===== config.mk =====
export PLATFORM = sky130hd
export DESIGN_NAME = decode_stage
export DESIGN_NICKNAME = d
export VERILOG_FILES = /design/src/decode_pkg.sv /design/src/decode_stage.sv /design/src/issue_reg.sv /design/src/replay_buffer.sv /design/src/group_hazard.sv /design/src/rv32_decoder.sv
export SDC_FILE = /design/constraint.sdc
export NUM_CORES = 1
export LEC_CHECK = 0
export BUFFER_PORTS_ARGS = -buffer_cell sky130_fd_sc_hd__buf_2
export CAP_MARGIN = 20
export CORE_ASPECT_RATIO = 0.5
export CORE_UTILIZATION = 35
export CTS_CLUSTER_DIAMETER = 30
export DETAILED_ROUTE_END_ITERATION = 7
export PLACE_DENSITY = 0.71
export SLEW_MARGIN = 10
export SYNTH_ARGS = -nofsm -noshare
export SYNTH_HDL_FRONTEND = slang
export SYNTH_SLANG_ARGS = --single-unit

===== constraint.sdc =====
create_clock -name clk -period 24.3 [get_ports clk]
set_input_delay 2.43 -clock clk [delete_from_list [all_inputs] [get_ports clk]]
set_output_delay 2.43 -clock clk [all_outputs]
set_load 0.005 [all_outputs]

===== src/decode_pkg.sv =====
// decode package
// widths, RV32IM opcode and funct constants, operand select and
// ALU function encodings, and the lane structs of the decode stage
package decode_pkg;

    // --------------------------------------------------
    // widths
    // --------------------------------------------------
    localparam int XLEN = 32;

    typedef logic [31:0]     inst_t;
    typedef logic [XLEN-1:0] xlen_t;
    typedef logic [4:0]      reg_idx_t;

    // --------------------------------------------------
    // opcodes and funct fields
    // --------------------------------------------------
    // major opcodes in inst[6:0]
    localparam logic [6:0] OP_LUI    = 7'b0110111;
    localparam logic [6:0] OP_AUIPC  = 7'b0010111;
    localparam logic [6:0] OP_JAL    = 7'b1101111;
    localparam logic [6:0] OP_JALR   = 7'b1100111;
    localparam logic [6:0] OP_BRANCH = 7'b1100011;
    localparam logic [6:0] OP_LOAD   = 7'b0000011;
    localparam logic [6:0] OP_STORE  = 7'b0100011;
    localparam logic [6:0] OP_IMM    = 7'b0010011;
    localparam logic [6:0] OP_REG    = 7'b0110011;
    localparam logic [6:0] OP_SYSTEM = 7'b1110011;

    // funct3 of the integer ALU ops
    localparam logic [2:0] F3_ADD  = 3'b000;
    localparam logic [2:0] F3_SLL  = 3'b001;
    localparam logic [2:0] F3_SLT  = 3'b010;
    localparam logic [2:0] F3_SLTU = 3'b011;
    localparam logic [2:0] F3_XOR  = 3'b100;
    localparam logic [2:0] F3_SRL  = 3'b101;
    localparam logic [2:0] F3_OR   = 3'b110;
    localparam logic [2:0] F3_AND  = 3'b111;

    // funct3 of the CSR accesses
    localparam logic [2:0] F3_CSRRW = 3'b001;
    localparam logic [2:0] F3_CSRRS = 3'b010;
    localparam logic [2:0] F3_CSRRC = 3'b011;

    // funct7 variants
    localparam logic [6:0] F7_BASE   = 7'b0000000;
    localparam logic [6:0] F7_ALT    = 7'b0100000;
    localparam logic [6:0] F7_MULDIV = 7'b0000001;

    // wait for interrupt, treated as halt
    localparam inst_t WFI_INST = 32'h1050_0073;

    // --------------------------------------------------
    // select and function codes
    // --------------------------------------------------
    typedef enum logic [1:0] {OPA_RS1, OPA_PC, OPA_ZERO} opa_sel_e;

    typedef enum logic [2:0] {
        OPB_RS2, OPB_I_IMM, OPB_S_IMM, OPB_B_IMM, OPB_U_IMM, OPB_J_IMM
    } opb_sel_e;

    typedef enum logic [3:0] {
        ALU_ADD, ALU_SUB, ALU_SLT, ALU_SLTU, ALU_AND, ALU_OR, ALU_XOR,
        ALU_SLL, ALU_SRL, ALU_SRA, ALU_MUL, ALU_MULH, ALU_MULHSU, ALU_MULHU
    } alu_func_e;

    // --------------------------------------------------
    // lane structs
    // --------------------------------------------------
    // one lane from fetch
    typedef struct packed {
        logic  valid;
        xlen_t pc;
        inst_t inst;
    } fetch_lane_t;

    // decoded controls of one lane
    typedef struct packed {
        logic      valid;
        logic      illegal;
        logic      halt;
        logic      csr_op;
        logic      rd_mem;
        logic      wr_mem;
        logic      cond_branch;
        logic      uncond_branch;
        opa_sel_e  opa;
        opb_sel_e  opb;
        alu_func_e alu_func;
        reg_idx_t  dest_idx;
        reg_idx_t  rs1_idx;
        reg_idx_t  rs2_idx;
    } lane_ctrl_t;

    // one lane in the ID/EX register
    typedef struct packed {
        lane_ctrl_t ctrl;
        xlen_t      pc;
        inst_t      inst;
        xlen_t      rs1_value;
        xlen_t      rs2_value;
    } issue_lane_t;

endpackage

===== src/decode_stage.sv =====
// superscalar decode stage
// decodes ISSUE_WIDTH lanes per cycle, reads the register file, splits
// a group at the first intra-group RAW and replays the rest one issue
// later; the issued part waits in the ID/EX register for execute
module decode_stage #(
    parameter int ISSUE_WIDTH = 2
) (
    input  logic                                      clk,
    input  logic                                      arst_n,
    // fetch side
    input  logic                                      in_valid,
    input  decode_pkg::fetch_lane_t [ISSUE_WIDTH-1:0] in_lanes,
    output logic                                      in_ready,
    // register file read ports
    output decode_pkg::reg_idx_t [ISSUE_WIDTH-1:0]    rf_rs1_idx,
    output decode_pkg::reg_idx_t [ISSUE_WIDTH-1:0]    rf_rs2_idx,
    input  decode_pkg::xlen_t [ISSUE_WIDTH-1:0]       rf_rs1_val,
    input  decode_pkg::xlen_t [ISSUE_WIDTH-1:0]       rf_rs2_val,
    // execute side
    input  logic                                      out_ready,
    output logic                                      out_valid,
    output decode_pkg::issue_lane_t [ISSUE_WIDTH-1:0] out_lanes
);
    import decode_pkg::*;

    fetch_lane_t [ISSUE_WIDTH-1:0] src_lanes;
    lane_ctrl_t [ISSUE_WIDTH-1:0]  ctrl;
    issue_lane_t [ISSUE_WIDTH-1:0] load_lanes;
    logic [ISSUE_WIDTH-1:0]        issue_mask;
    logic [ISSUE_WIDTH-1:0]        replay_mask;
    logic                          src_valid;
    logic                          advance;

    replay_buffer #(.ISSUE_WIDTH(ISSUE_WIDTH)) u_replay (
        .clk         (clk),
        .arst_n      (arst_n),
        .in_valid    (in_valid),
        .in_lanes    (in_lanes),
        .advance     (advance),
        .replay_mask (replay_mask),
        .in_ready    (in_ready),
        .src_valid   (src_valid),
        .src_lanes   (src_lanes)
    );

    // --------------------------------------------------
    // per-lane decode and operand read
    // --------------------------------------------------
    for (genvar i = 0; i < ISSUE_WIDTH; i++) begin : g_lane
        rv32_decoder u_dec (
            .lane (src_lanes[i]),
            .ctrl (ctrl[i])
        );

        assign rf_rs1_idx[i] = ctrl[i].rs1_idx;
        assign rf_rs2_idx[i] = ctrl[i].rs2_idx;

        // lanes held for replay go out as bubbles
        assign load_lanes[i] = '{
            ctrl:      issue_mask[i] ? ctrl[i] : lane_ctrl_t'('0),
            pc:        src_lanes[i].pc,
            inst:      src_lanes[i].inst,
            rs1_value: rf_rs1_val[i],
            rs2_value: rf_rs2_val[i]
        };
    end

    group_hazard #(.ISSUE_WIDTH(ISSUE_WIDTH)) u_hazard (
        .ctrl        (ctrl),
        .issue_mask  (issue_mask),
        .replay_mask (replay_mask)
    );

    issue_reg #(.ISSUE_WIDTH(ISSUE_WIDTH)) u_issue (
        .clk        (clk),
        .arst_n     (arst_n),
        .load_lanes (load_lanes),
        .src_valid  (src_valid),
        .out_ready  (out_ready),
        .advance    (advance),
        .out_valid  (out_valid),
        .out_lanes  (out_lanes)
    );

endmodule


===== src/issue_reg.sv =====
// ID/EX register
// holds the issued part of a group for execute and stalls it while
// out_ready is low; advance tells the front end a new load is taken
module issue_reg #(
    parameter int ISSUE_WIDTH = 2
) (
    input  logic                                      clk,
    input  logic                                      arst_n,
    input  decode_pkg::issue_lane_t [ISSUE_WIDTH-1:0] load_lanes,
    input  logic                                      src_valid,
    input  logic                                      out_ready,
    output logic                                      advance,
    output logic                                      out_valid,
    output decode_pkg::issue_lane_t [ISSUE_WIDTH-1:0] out_lanes
);

    // --------------------------------------------------
    // handshake
    // --------------------------------------------------
    // free slot or the held packet leaves this edge
    assign advance = ~out_valid | out_ready;

    always_ff @(posedge clk or negedge arst_n) begin
        if (!arst_n) begin
            out_valid <= 1'b0;
        end else if (advance) begin
            out_valid <= src_valid;
        end
    end

    // --------------------------------------------------
    // payload
    // --------------------------------------------------
    // replayed lanes arrive with valid already cleared
    always_ff @(posedge clk) begin
        if (advance && src_valid) begin
            out_lanes <= load_lanes;
        end
    end

endmodule


===== src/replay_buffer.sv =====
// replay buffer
// keeps the unissued tail of a split group and feeds it back to the
// decoders ahead of fetch; fetch is held off while a tail is pending
module replay_buffer #(
    parameter int ISSUE_WIDTH = 2
) (
    input  logic                                      clk,
    input  logic                                      arst_n,
    input  logic                                      in_valid,
    input  decode_pkg::fetch_lane_t [ISSUE_WIDTH-1:0] in_lanes,
    input  logic                                      advance,
    input  logic [ISSUE_WIDTH-1:0]                    replay_mask,
    output logic                                      in_ready,
    output logic                                      src_valid,
    output decode_pkg::fetch_lane_t [ISSUE_WIDTH-1:0] src_lanes
);
    import decode_pkg::*;

    fetch_lane_t [ISSUE_WIDTH-1:0] buf_lanes;
    logic                          pending;

    assign src_valid = pending | in_valid;
    assign in_ready  = advance & ~pending;

    // decode source, buffer wins
    always_comb begin
        for (int i = 0; i < ISSUE_WIDTH; i++) begin
            src_lanes[i] = pending ? buf_lanes[i] : in_lanes[i];
            // fetch lanes count only with in_valid
            if (!pending) begin
                src_lanes[i].valid = in_lanes[i].valid & in_valid;
            end
        end
    end

    // a tail is left whenever the split fires
    always_ff @(posedge clk or negedge arst_n) begin
        if (!arst_n) begin
            pending <= 1'b0;
        end else if (advance) begin
            pending <= |replay_mask;
        end
    end

    // tail lanes only, issued ones invalidated
    always_ff @(posedge clk) begin
        if (advance && (|replay_mask)) begin
            for (int i = 0; i < ISSUE_WIDTH; i++) begin
                buf_lanes[i]       <= src_lanes[i];
                buf_lanes[i].valid <= src_lanes[i].valid & replay_mask[i];
            end
        end
    end

endmodule


===== src/group_hazard.sv =====
// intra-group hazard split
// finds the first lane that reads a destination written by an earlier
// lane of the same group; that lane and all later ones go to replay
module group_hazard #(
    parameter int ISSUE_WIDTH = 2
) (
    input  decode_pkg::lane_ctrl_t [ISSUE_WIDTH-1:0] ctrl,
    output logic [ISSUE_WIDTH-1:0]                   issue_mask,
    output logic [ISSUE_WIDTH-1:0]                   replay_mask
);

    // lane reads some earlier lane's result
    logic [ISSUE_WIDTH-1:0] reads_earlier;

    always_comb begin
        reads_earlier = '0;
        for (int i = 1; i < ISSUE_WIDTH; i++) begin
            for (int j = 0; j < i; j++) begin
                // raw rs fields, x0 never conflicts
                if (ctrl[i].valid && ctrl[j].dest_idx != '0 &&
                    (ctrl[i].rs1_idx == ctrl[j].dest_idx ||
                     ctrl[i].rs2_idx == ctrl[j].dest_idx)) begin
                    reads_earlier[i] = 1'b1;
                end
            end
        end
    end

    // --------------------------------------------------
    // prefix split
    // --------------------------------------------------
    always_comb begin
        logic split;
        split = 1'b0;
        for (int i = 0; i < ISSUE_WIDTH; i++) begin
            split          = split | reads_earlier[i];
            replay_mask[i] = split;
            issue_mask[i]  = ~split;
        end
    end

endmodule


===== src/rv32_decoder.sv =====
// RV32IM instruction decoder
// combinational decode of one fetch lane into datapath controls
// unknown encodings raise illegal and drop valid, WFI raises halt
module rv32_decoder (
    input  decode_pkg::fetch_lane_t lane,
    output decode_pkg::lane_ctrl_t  ctrl
);
    import decode_pkg::*;

    logic [6:0] opcode;
    logic [2:0] funct3;
    logic [6:0] funct7;
    logic       writes_rd;

    assign opcode = lane.inst[6:0];
    assign funct3 = lane.inst[14:12];
    assign funct7 = lane.inst[31:25];

    // funct3 to base ALU op, shared by immediate and register forms
    function automatic alu_func_e base_alu(input logic [2:0] f3);
        case (f3)
            F3_SLL:  return ALU_SLL;
            F3_SLT:  return ALU_SLT;
            F3_SLTU: return ALU_SLTU;
            F3_XOR:  return ALU_XOR;
            F3_SRL:  return ALU_SRL;
            F3_OR:   return ALU_OR;
            F3_AND:  return ALU_AND;
            default: return ALU_ADD;
        endcase
    endfunction

    always_comb begin
        // no-op defaults
        ctrl          = '0;
        ctrl.opa      = OPA_RS1;
        ctrl.opb      = OPB_RS2;
        ctrl.alu_func = ALU_ADD;
        writes_rd     = 1'b0;
        if (lane.valid) begin
            case (opcode)
                OP_LUI: begin
                    writes_rd = 1'b1;
                    ctrl.opa  = OPA_ZERO;
                    ctrl.opb  = OPB_U_IMM;
                end
                OP_AUIPC: begin
                    writes_rd = 1'b1;
                    ctrl.opa  = OPA_PC;
                    ctrl.opb  = OPB_U_IMM;
                end
                OP_JAL: begin
                    writes_rd          = 1'b1;
                    ctrl.opa           = OPA_PC;
                    ctrl.opb           = OPB_J_IMM;
                    ctrl.uncond_branch = 1'b1;
                end
                OP_JALR: begin
                    writes_rd          = 1'b1;
                    ctrl.opb           = OPB_I_IMM;
                    ctrl.uncond_branch = 1'b1;
                    ctrl.illegal       = (funct3 != 3'b000);
                end
                OP_BRANCH: begin
                    // beq bne blt bge bltu bgeu
                    ctrl.opa         = OPA_PC;
                    ctrl.opb         = OPB_B_IMM;
                    ctrl.cond_branch = 1'b1;
                    ctrl.illegal     = (funct3 == 3'b010) || (funct3 == 3'b011);
                end
                OP_LOAD: begin
                    // lb lh lw lbu lhu
                    writes_rd    = 1'b1;
                    ctrl.opb     = OPB_I_IMM;
                    ctrl.rd_mem  = 1'b1;
                    ctrl.illegal = (funct3 == 3'b011) || (funct3[2:1] == 2'b11);
                end
                OP_STORE: begin
                    // sb sh sw
                    ctrl.opb     = OPB_S_IMM;
                    ctrl.wr_mem  = 1'b1;
                    ctrl.illegal = funct3[2] || (funct3[1:0] == 2'b11);
                end
                OP_IMM: begin
                    writes_rd     = 1'b1;
                    ctrl.opb      = OPB_I_IMM;
                    ctrl.alu_func = base_alu(funct3);
                    // shift amounts need a clean upper field
                    if (funct3 == F3_SLL) begin
                        ctrl.illegal = (funct7 != F7_BASE);
                    end else if (funct3 == F3_SRL) begin
                        if (funct7 == F7_ALT) begin
                            ctrl.alu_func = ALU_SRA;
                        end else if (funct7 != F7_BASE) begin
                            ctrl.illegal = 1'b1;
                        end
                    end
                end
                OP_REG: begin
                    writes_rd = 1'b1;
                    case (funct7)
                        F7_BASE: ctrl.alu_func = base_alu(funct3);
                        F7_ALT: begin
                            // only sub and sra use the alternate form
                            if (funct3 == F3_ADD) begin
                                ctrl.alu_func = ALU_SUB;
                            end else if (funct3 == F3_SRL) begin
                                ctrl.alu_func = ALU_SRA;
                            end else begin
                                ctrl.illegal = 1'b1;
                            end
                        end
                        F7_MULDIV: begin
                            // multiply family, divide is not supported
                            case (funct3)
                                3'b000:  ctrl.alu_func = ALU_MUL;
                                3'b001:  ctrl.alu_func = ALU_MULH;
                                3'b010:  ctrl.alu_func = ALU_MULHSU;
                                3'b011:  ctrl.alu_func = ALU_MULHU;
                                default: ctrl.illegal  = 1'b1;
                            endcase
                        end
                        default: ctrl.illegal = 1'b1;
                    endcase
                end
                OP_SYSTEM: begin
                    if (lane.inst == WFI_INST) begin
                        ctrl.halt = 1'b1;
                    end else if (funct3 == F3_CSRRW || funct3 == F3_CSRRS ||
                                 funct3 == F3_CSRRC) begin
                        ctrl.csr_op = 1'b1;
                    end else begin
                        ctrl.illegal = 1'b1;
                    end
                end
                default: ctrl.illegal = 1'b1;
            endcase
        end
        ctrl.valid   = lane.valid & ~ctrl.illegal;
        // raw source fields, used or not
        ctrl.rs1_idx = lane.inst[19:15];
        ctrl.rs2_idx = lane.inst[24:20];
        // x0 stands for no destination
        ctrl.dest_idx = (writes_rd && ctrl.valid) ? lane.inst[11:7] : '0;
    end

endmodule


==> flow_summary.rst <==
.. list-table::
   :header-rows: 1

   * - Metric
     - Value
   * - Time the worst path needs with I/O delays and setup
     - around 7 ns
   * - Worst-case setup slack after placement
     - roughly 17 ns
   * - Total Nets Final
     - about 1,900
   * - Post-route fraction of the period consumed by the critical path
     - 0.294
   * - Number of cells on the worst reg-to-reg path
     - 12
   * - Power per standard cell area
     - roughly 84 mW/mm2
   * - # rows
     - between 50 and 60
   * - Count of maximum capacitance violations
     - 0
   * - Number of nets with antenna violations after detailed routing
     - 0
   * - Chip width
     - about 320 um
   * - Hold EP
     - u_issue.out_lanes[125]$_DFFE_PP_
   * - CTS sink cnt
     - roughly 440
   * - Post-place instance area
     - around 0.021 mm2
   * - Critical path endpoint category
     - register
   * - Starting density of the core
     - 0.356
   * - Buffers & Inverters on Critical Path
     - 3
   * - Number of enable flip-flop cells after synthesis
     - approximately 440
   * - Gate family responsible for the most delay along the worst path
     - simple AND/OR/NAND/NOR gates
   * - Area leader, netlist
     - edfxtp_1
   * - Synthesized flop and latch total
     - 441
   * - Global-route wire length before repair
     - just under 70 mm
   * - Worst slack on hold paths
     - 0.565 ns
   * - Count of routing violations after the opening detailed-route iteration
     - ~900
   * - Highest cell delay on the worst timing path
     - roughly 0.89 ns
   * - Detailed Route WL
     - ~47 mm
   * - Setup TNS
     - 0 ns
   * - Final routed wire length divided by cell count
     - ~20 um
   * - Clock root buffer
     - clkbuf_16
   * - Die area
     - between 0.05 and 0.06 mm2
   * - Sequential cell area
     - about 0.013 mm2
   * - Number of nets produced by synthesis
     - roughly 1,300
   * - R2R Setup Slk
     - between 15 and 20 ns
   * - Clock tree from TritonCTS
     - yes
   * - Area grow syn2layout
     - 33.4%
   * - Layout cell share with drive strength beyond 1
     - 0.502
   * - Worst EP required
     - around 24 ns
   * - Routed via count divided by cell count
     - roughly 4.9
   * - Routability Congestion
     - a little over 0.9
   * - Hold violation total from the final report
     - 0
   * - # resized after CTS
     - 0
   * - RR Endpoint
     - u_replay.buf_lanes[46]$_DFFE_PP_
   * - Arrival time of the worst setup path
     - between 7 and 8 ns
   * - Number of buffers added by the clock tree synthesis step
     - 68
   * - Unrepaired setup endpoints after global routing
     - no
   * - Min-Delay Path Class
     - register to register
   * - Cell type with the highest occurrence count on the critical path
     - buf_4
   * - Depth of the CTS H-tree
     - 3
   * - Pre-antenna DRT Iters
     - 5
   * - Combined area of the multi-input logic cells
     - between 0.003 and 0.004 mm2
   * - Number of setup buffers added after CTS
     - 0
   * - Global route overflow
     - 0
   * - Area share of the largest cell type after synthesis
     - 0.759
   * - IR Drop Worst-Case VDD
     - 0.0402 mV
   * - Final worst setup slack
     - about 17 ns
   * - Worst slew margin relative to its limit
     - 0.270
   * - Maximum clock rate
     - around 140 MHz
   * - Post-route cell area
     - roughly 0.023 mm2
   * - Chip height
     - 160 um
   * - Most numerous cell in the Yosys netlist
     - edfxtp_1
   * - Transition time at the pin with the least slew margin
     - about 1.1 ns
   * - Total power
     - 0.00196 W
   * - Number of warnings printed during yosys synthesis
     - 0
   * - Largest fanout of any net on the critical path
     - 69
   * - Final-report setup violation count
     - 0
   * - List of most frequent post-synthesis cells
     - edfxtp_1 (439), mux2_2 (98), nor2_1 (59), a21oi_1 (38), buf_4 (33)
   * - Status
     - completed
   * - Via count
     - 11,400
   * - Core outline area
     - 0.0488 mm2
   * - Worst clock skew
     - ~0.022 ns
   * - Share of synthesized area occupied by flip-flops and latches
     - 0.762
   * - Hold Path Cell Cnt
     - 1
   * - Critical path, cell by cell
     - buf_2 -> or4_1 -> o22ai_2 -> and2b_1 -> a31oi_1 -> nand3b_1 -> nor4_1 -> a311oi_2 -> o32ai_4 -> buf_4 -> and3_4 -> buf_4
   * - Post-synthesis cell type count
     - 77
   * - Vias in the first global route
     - about 11,000
   * - Total global-route track usage
     - 0.178
   * - Worst reg2reg path startpoint
     - u_replay.pending$_DFFE_PN0N_
   * - Gate count of the mapped netlist
     - 1,020
   * - Critical Setup Path Class
     - input port to register
   * - Estimated wirelength of the detail-placed design
     - between 30 and 40 mm
   * - Syn_area_per_cell
     - 17.0 um2
   * - Dominant synthesized flop cell
     - edfxtp_1
   * - FFs w/ async S/R, synth
     - 0.00454
   * - Sort of element at the start of the critical path
     - input port
   * - Startpoint of the lowest-slack hold path
     - u_replay.buf_lanes[61]$_DFFE_PP_
   * - Clock insertion delay at the later pin of the skew report
     - ~0.57 ns
   * - Cell types with the largest area share after synthesis
     - edfxtp_1 (76%), mux2_2 (6.4%), mux2i_1 (1.6%)
   * - Max Transition Viols Final
     - 0
   * - Largest buffer count on any clock path
     - 3
   * - Count of port buffers added during placement
     - approximately 600
   * - Mapped cell area
     - 0.0174 mm2
   * - Register clock-pin slew on the reported worst setup and hold paths
     - around 0.060 ns
   * - Post-detailed-route DRC marker count
     - 0
   * - Pin count of the biggest net entering global routing
     - around 150
   * - Number of antenna violations at the first check in global routing
     - 7
   * - Slowest-stage cell, CP
     - and3_4
   * - Count of boundary I/O pins
     - a little over 600
   * - Post-CTS Hold Fix Bufs
     - 0
   * - Leak Pwr
     - 8.84 nW
   * - Total of fill cells in the finished design
     - between 4,000 and 5,000
==> placed cells by master, fill, tap and decap left out, types with 7 or more instances in the layout <==
cell and count:
buf_4 7, edfxtp_1 439, nor4_1 12, nand3_1 21
o21ai_0 21, inv_6 15, mux2i_1 27, clkinvlp_4 7
and2_1 7, nor3_1 19, inv_1 30, mux2_2 98
o22ai_1 8, a21oi_1 38, buf_2 603, clkbuf_16 71
a211oi_2 7, clkbuf_1 10, nand2_1 32, nor2_1 58
==> worst register-to-register path, stage by stage (launching register included) <==
cell and delay [ns]:
dfrtp_4 0.85, buf_12 0.62, or4b_1 0.71, o22ai_2 0.35
and2b_1 0.23, a31oi_1 0.13, nand3b_1 0.51, nor4_1 0.51
a311oi_2 0.11, o32ai_4 0.16, buf_4 0.40, and3_4 0.90
buf_4 0.88
==> cell type report <==
| cell class | instances | share of cell area |
|---|---|---|
| diodes | 5 | 0.000540 |
| flip-flops and latches | 441 | 0.571 |
| repair buffers | 611 | 0.133 |
| clock buffers | 81 | 0.0783 |
| clock inverters | 45 | 0.0204 |
| multi-input cells | 482 | 0.155 |
| inverters | 34 | 0.00551 |
| well taps | 649 | 0.0351 |
==> where the power goes <==
group	total (W)	internal [W]	switching (W)
clock network	0.000966	0.000600	0.000365
registers	0.000879	0.000872	0.00000726
logic	0.000112	0.0000478	0.0000644
total	0.00196	0.00152	0.000437
==> registers in the layout, summed over array words and instances, names as in the netlist <==
name	flops
u_replay.pending	1
u_issue.out_lanes	310
u_issue.out_valid	1
u_replay.buf_lanes	129
==> cell families (layout without fill, tap and decap cells) <==
| family | count (synthesis) | in the layout | share of synthesized area |
|---|---|---|---|
| compound gates | 135 | 135 | 0.0553 |
| xor+xnor | 6 | 6 | 0.00303 |
| other cells | 0 | 5 | 0 |
| mux | 129 | 129 | 0.0828 |
| flops | 441 | 441 | 0.762 |
| buf+inv | 97 | 771 | 0.0316 |
| simple gates | 212 | 212 | 0.0654 |
==> per-layer routing <==
metal | routed length [um] | up-vias | global-route usage | part of all wire
li1 | - | 5232 | - | -
met1 | 17900 | 5737 | 0.204 | 0.38
met2 | 25600 | 339 | 0.326 | 0.54
met3 | 2120 | 104 | 0.0327 | 0.045
met4 | 1330 | 4 | 0.0693 | 0.028
met5 | 31 | - | 0 | 0.00066
==> per-stage QoR <==
step	instances	utilization
finish	2348	0.475
global route	2348	0.475
CTS	2343	0.475
detailed placement	2217	0.428
global placement	2217	0.428
floorplan	1020	-
==> how the worst max path moves through the flow <==
| stage | from | end | slack [ns] | cells past startpoint |
|---|---|---|---|---|
| after floorplan | out_ready | u_issue.out_lanes[0]$_DFFE_PP_ | 7.96 | 2 |
| after global placement | in_lanes[26] | u_replay.buf_lanes[107]$_DFFE_PP_ | 16.69 | 12 |
| after detailed placement | in_lanes[26] | u_replay.buf_lanes[107]$_DFFE_PP_ | 16.62 | 12 |
| after CTS | in_lanes[26] | u_replay.buf_lanes[31]$_DFFE_PP_ | 17.25 | 12 |
| after global routing | in_lanes[67] | u_replay.buf_lanes[103]$_DFFE_PP_ | 16.84 | 11 |
| final | in_lanes[26] | u_replay.buf_lanes[46]$_DFFE_PP_ | 17.15 | 12 |
Power figures use the tool's default switching activity.
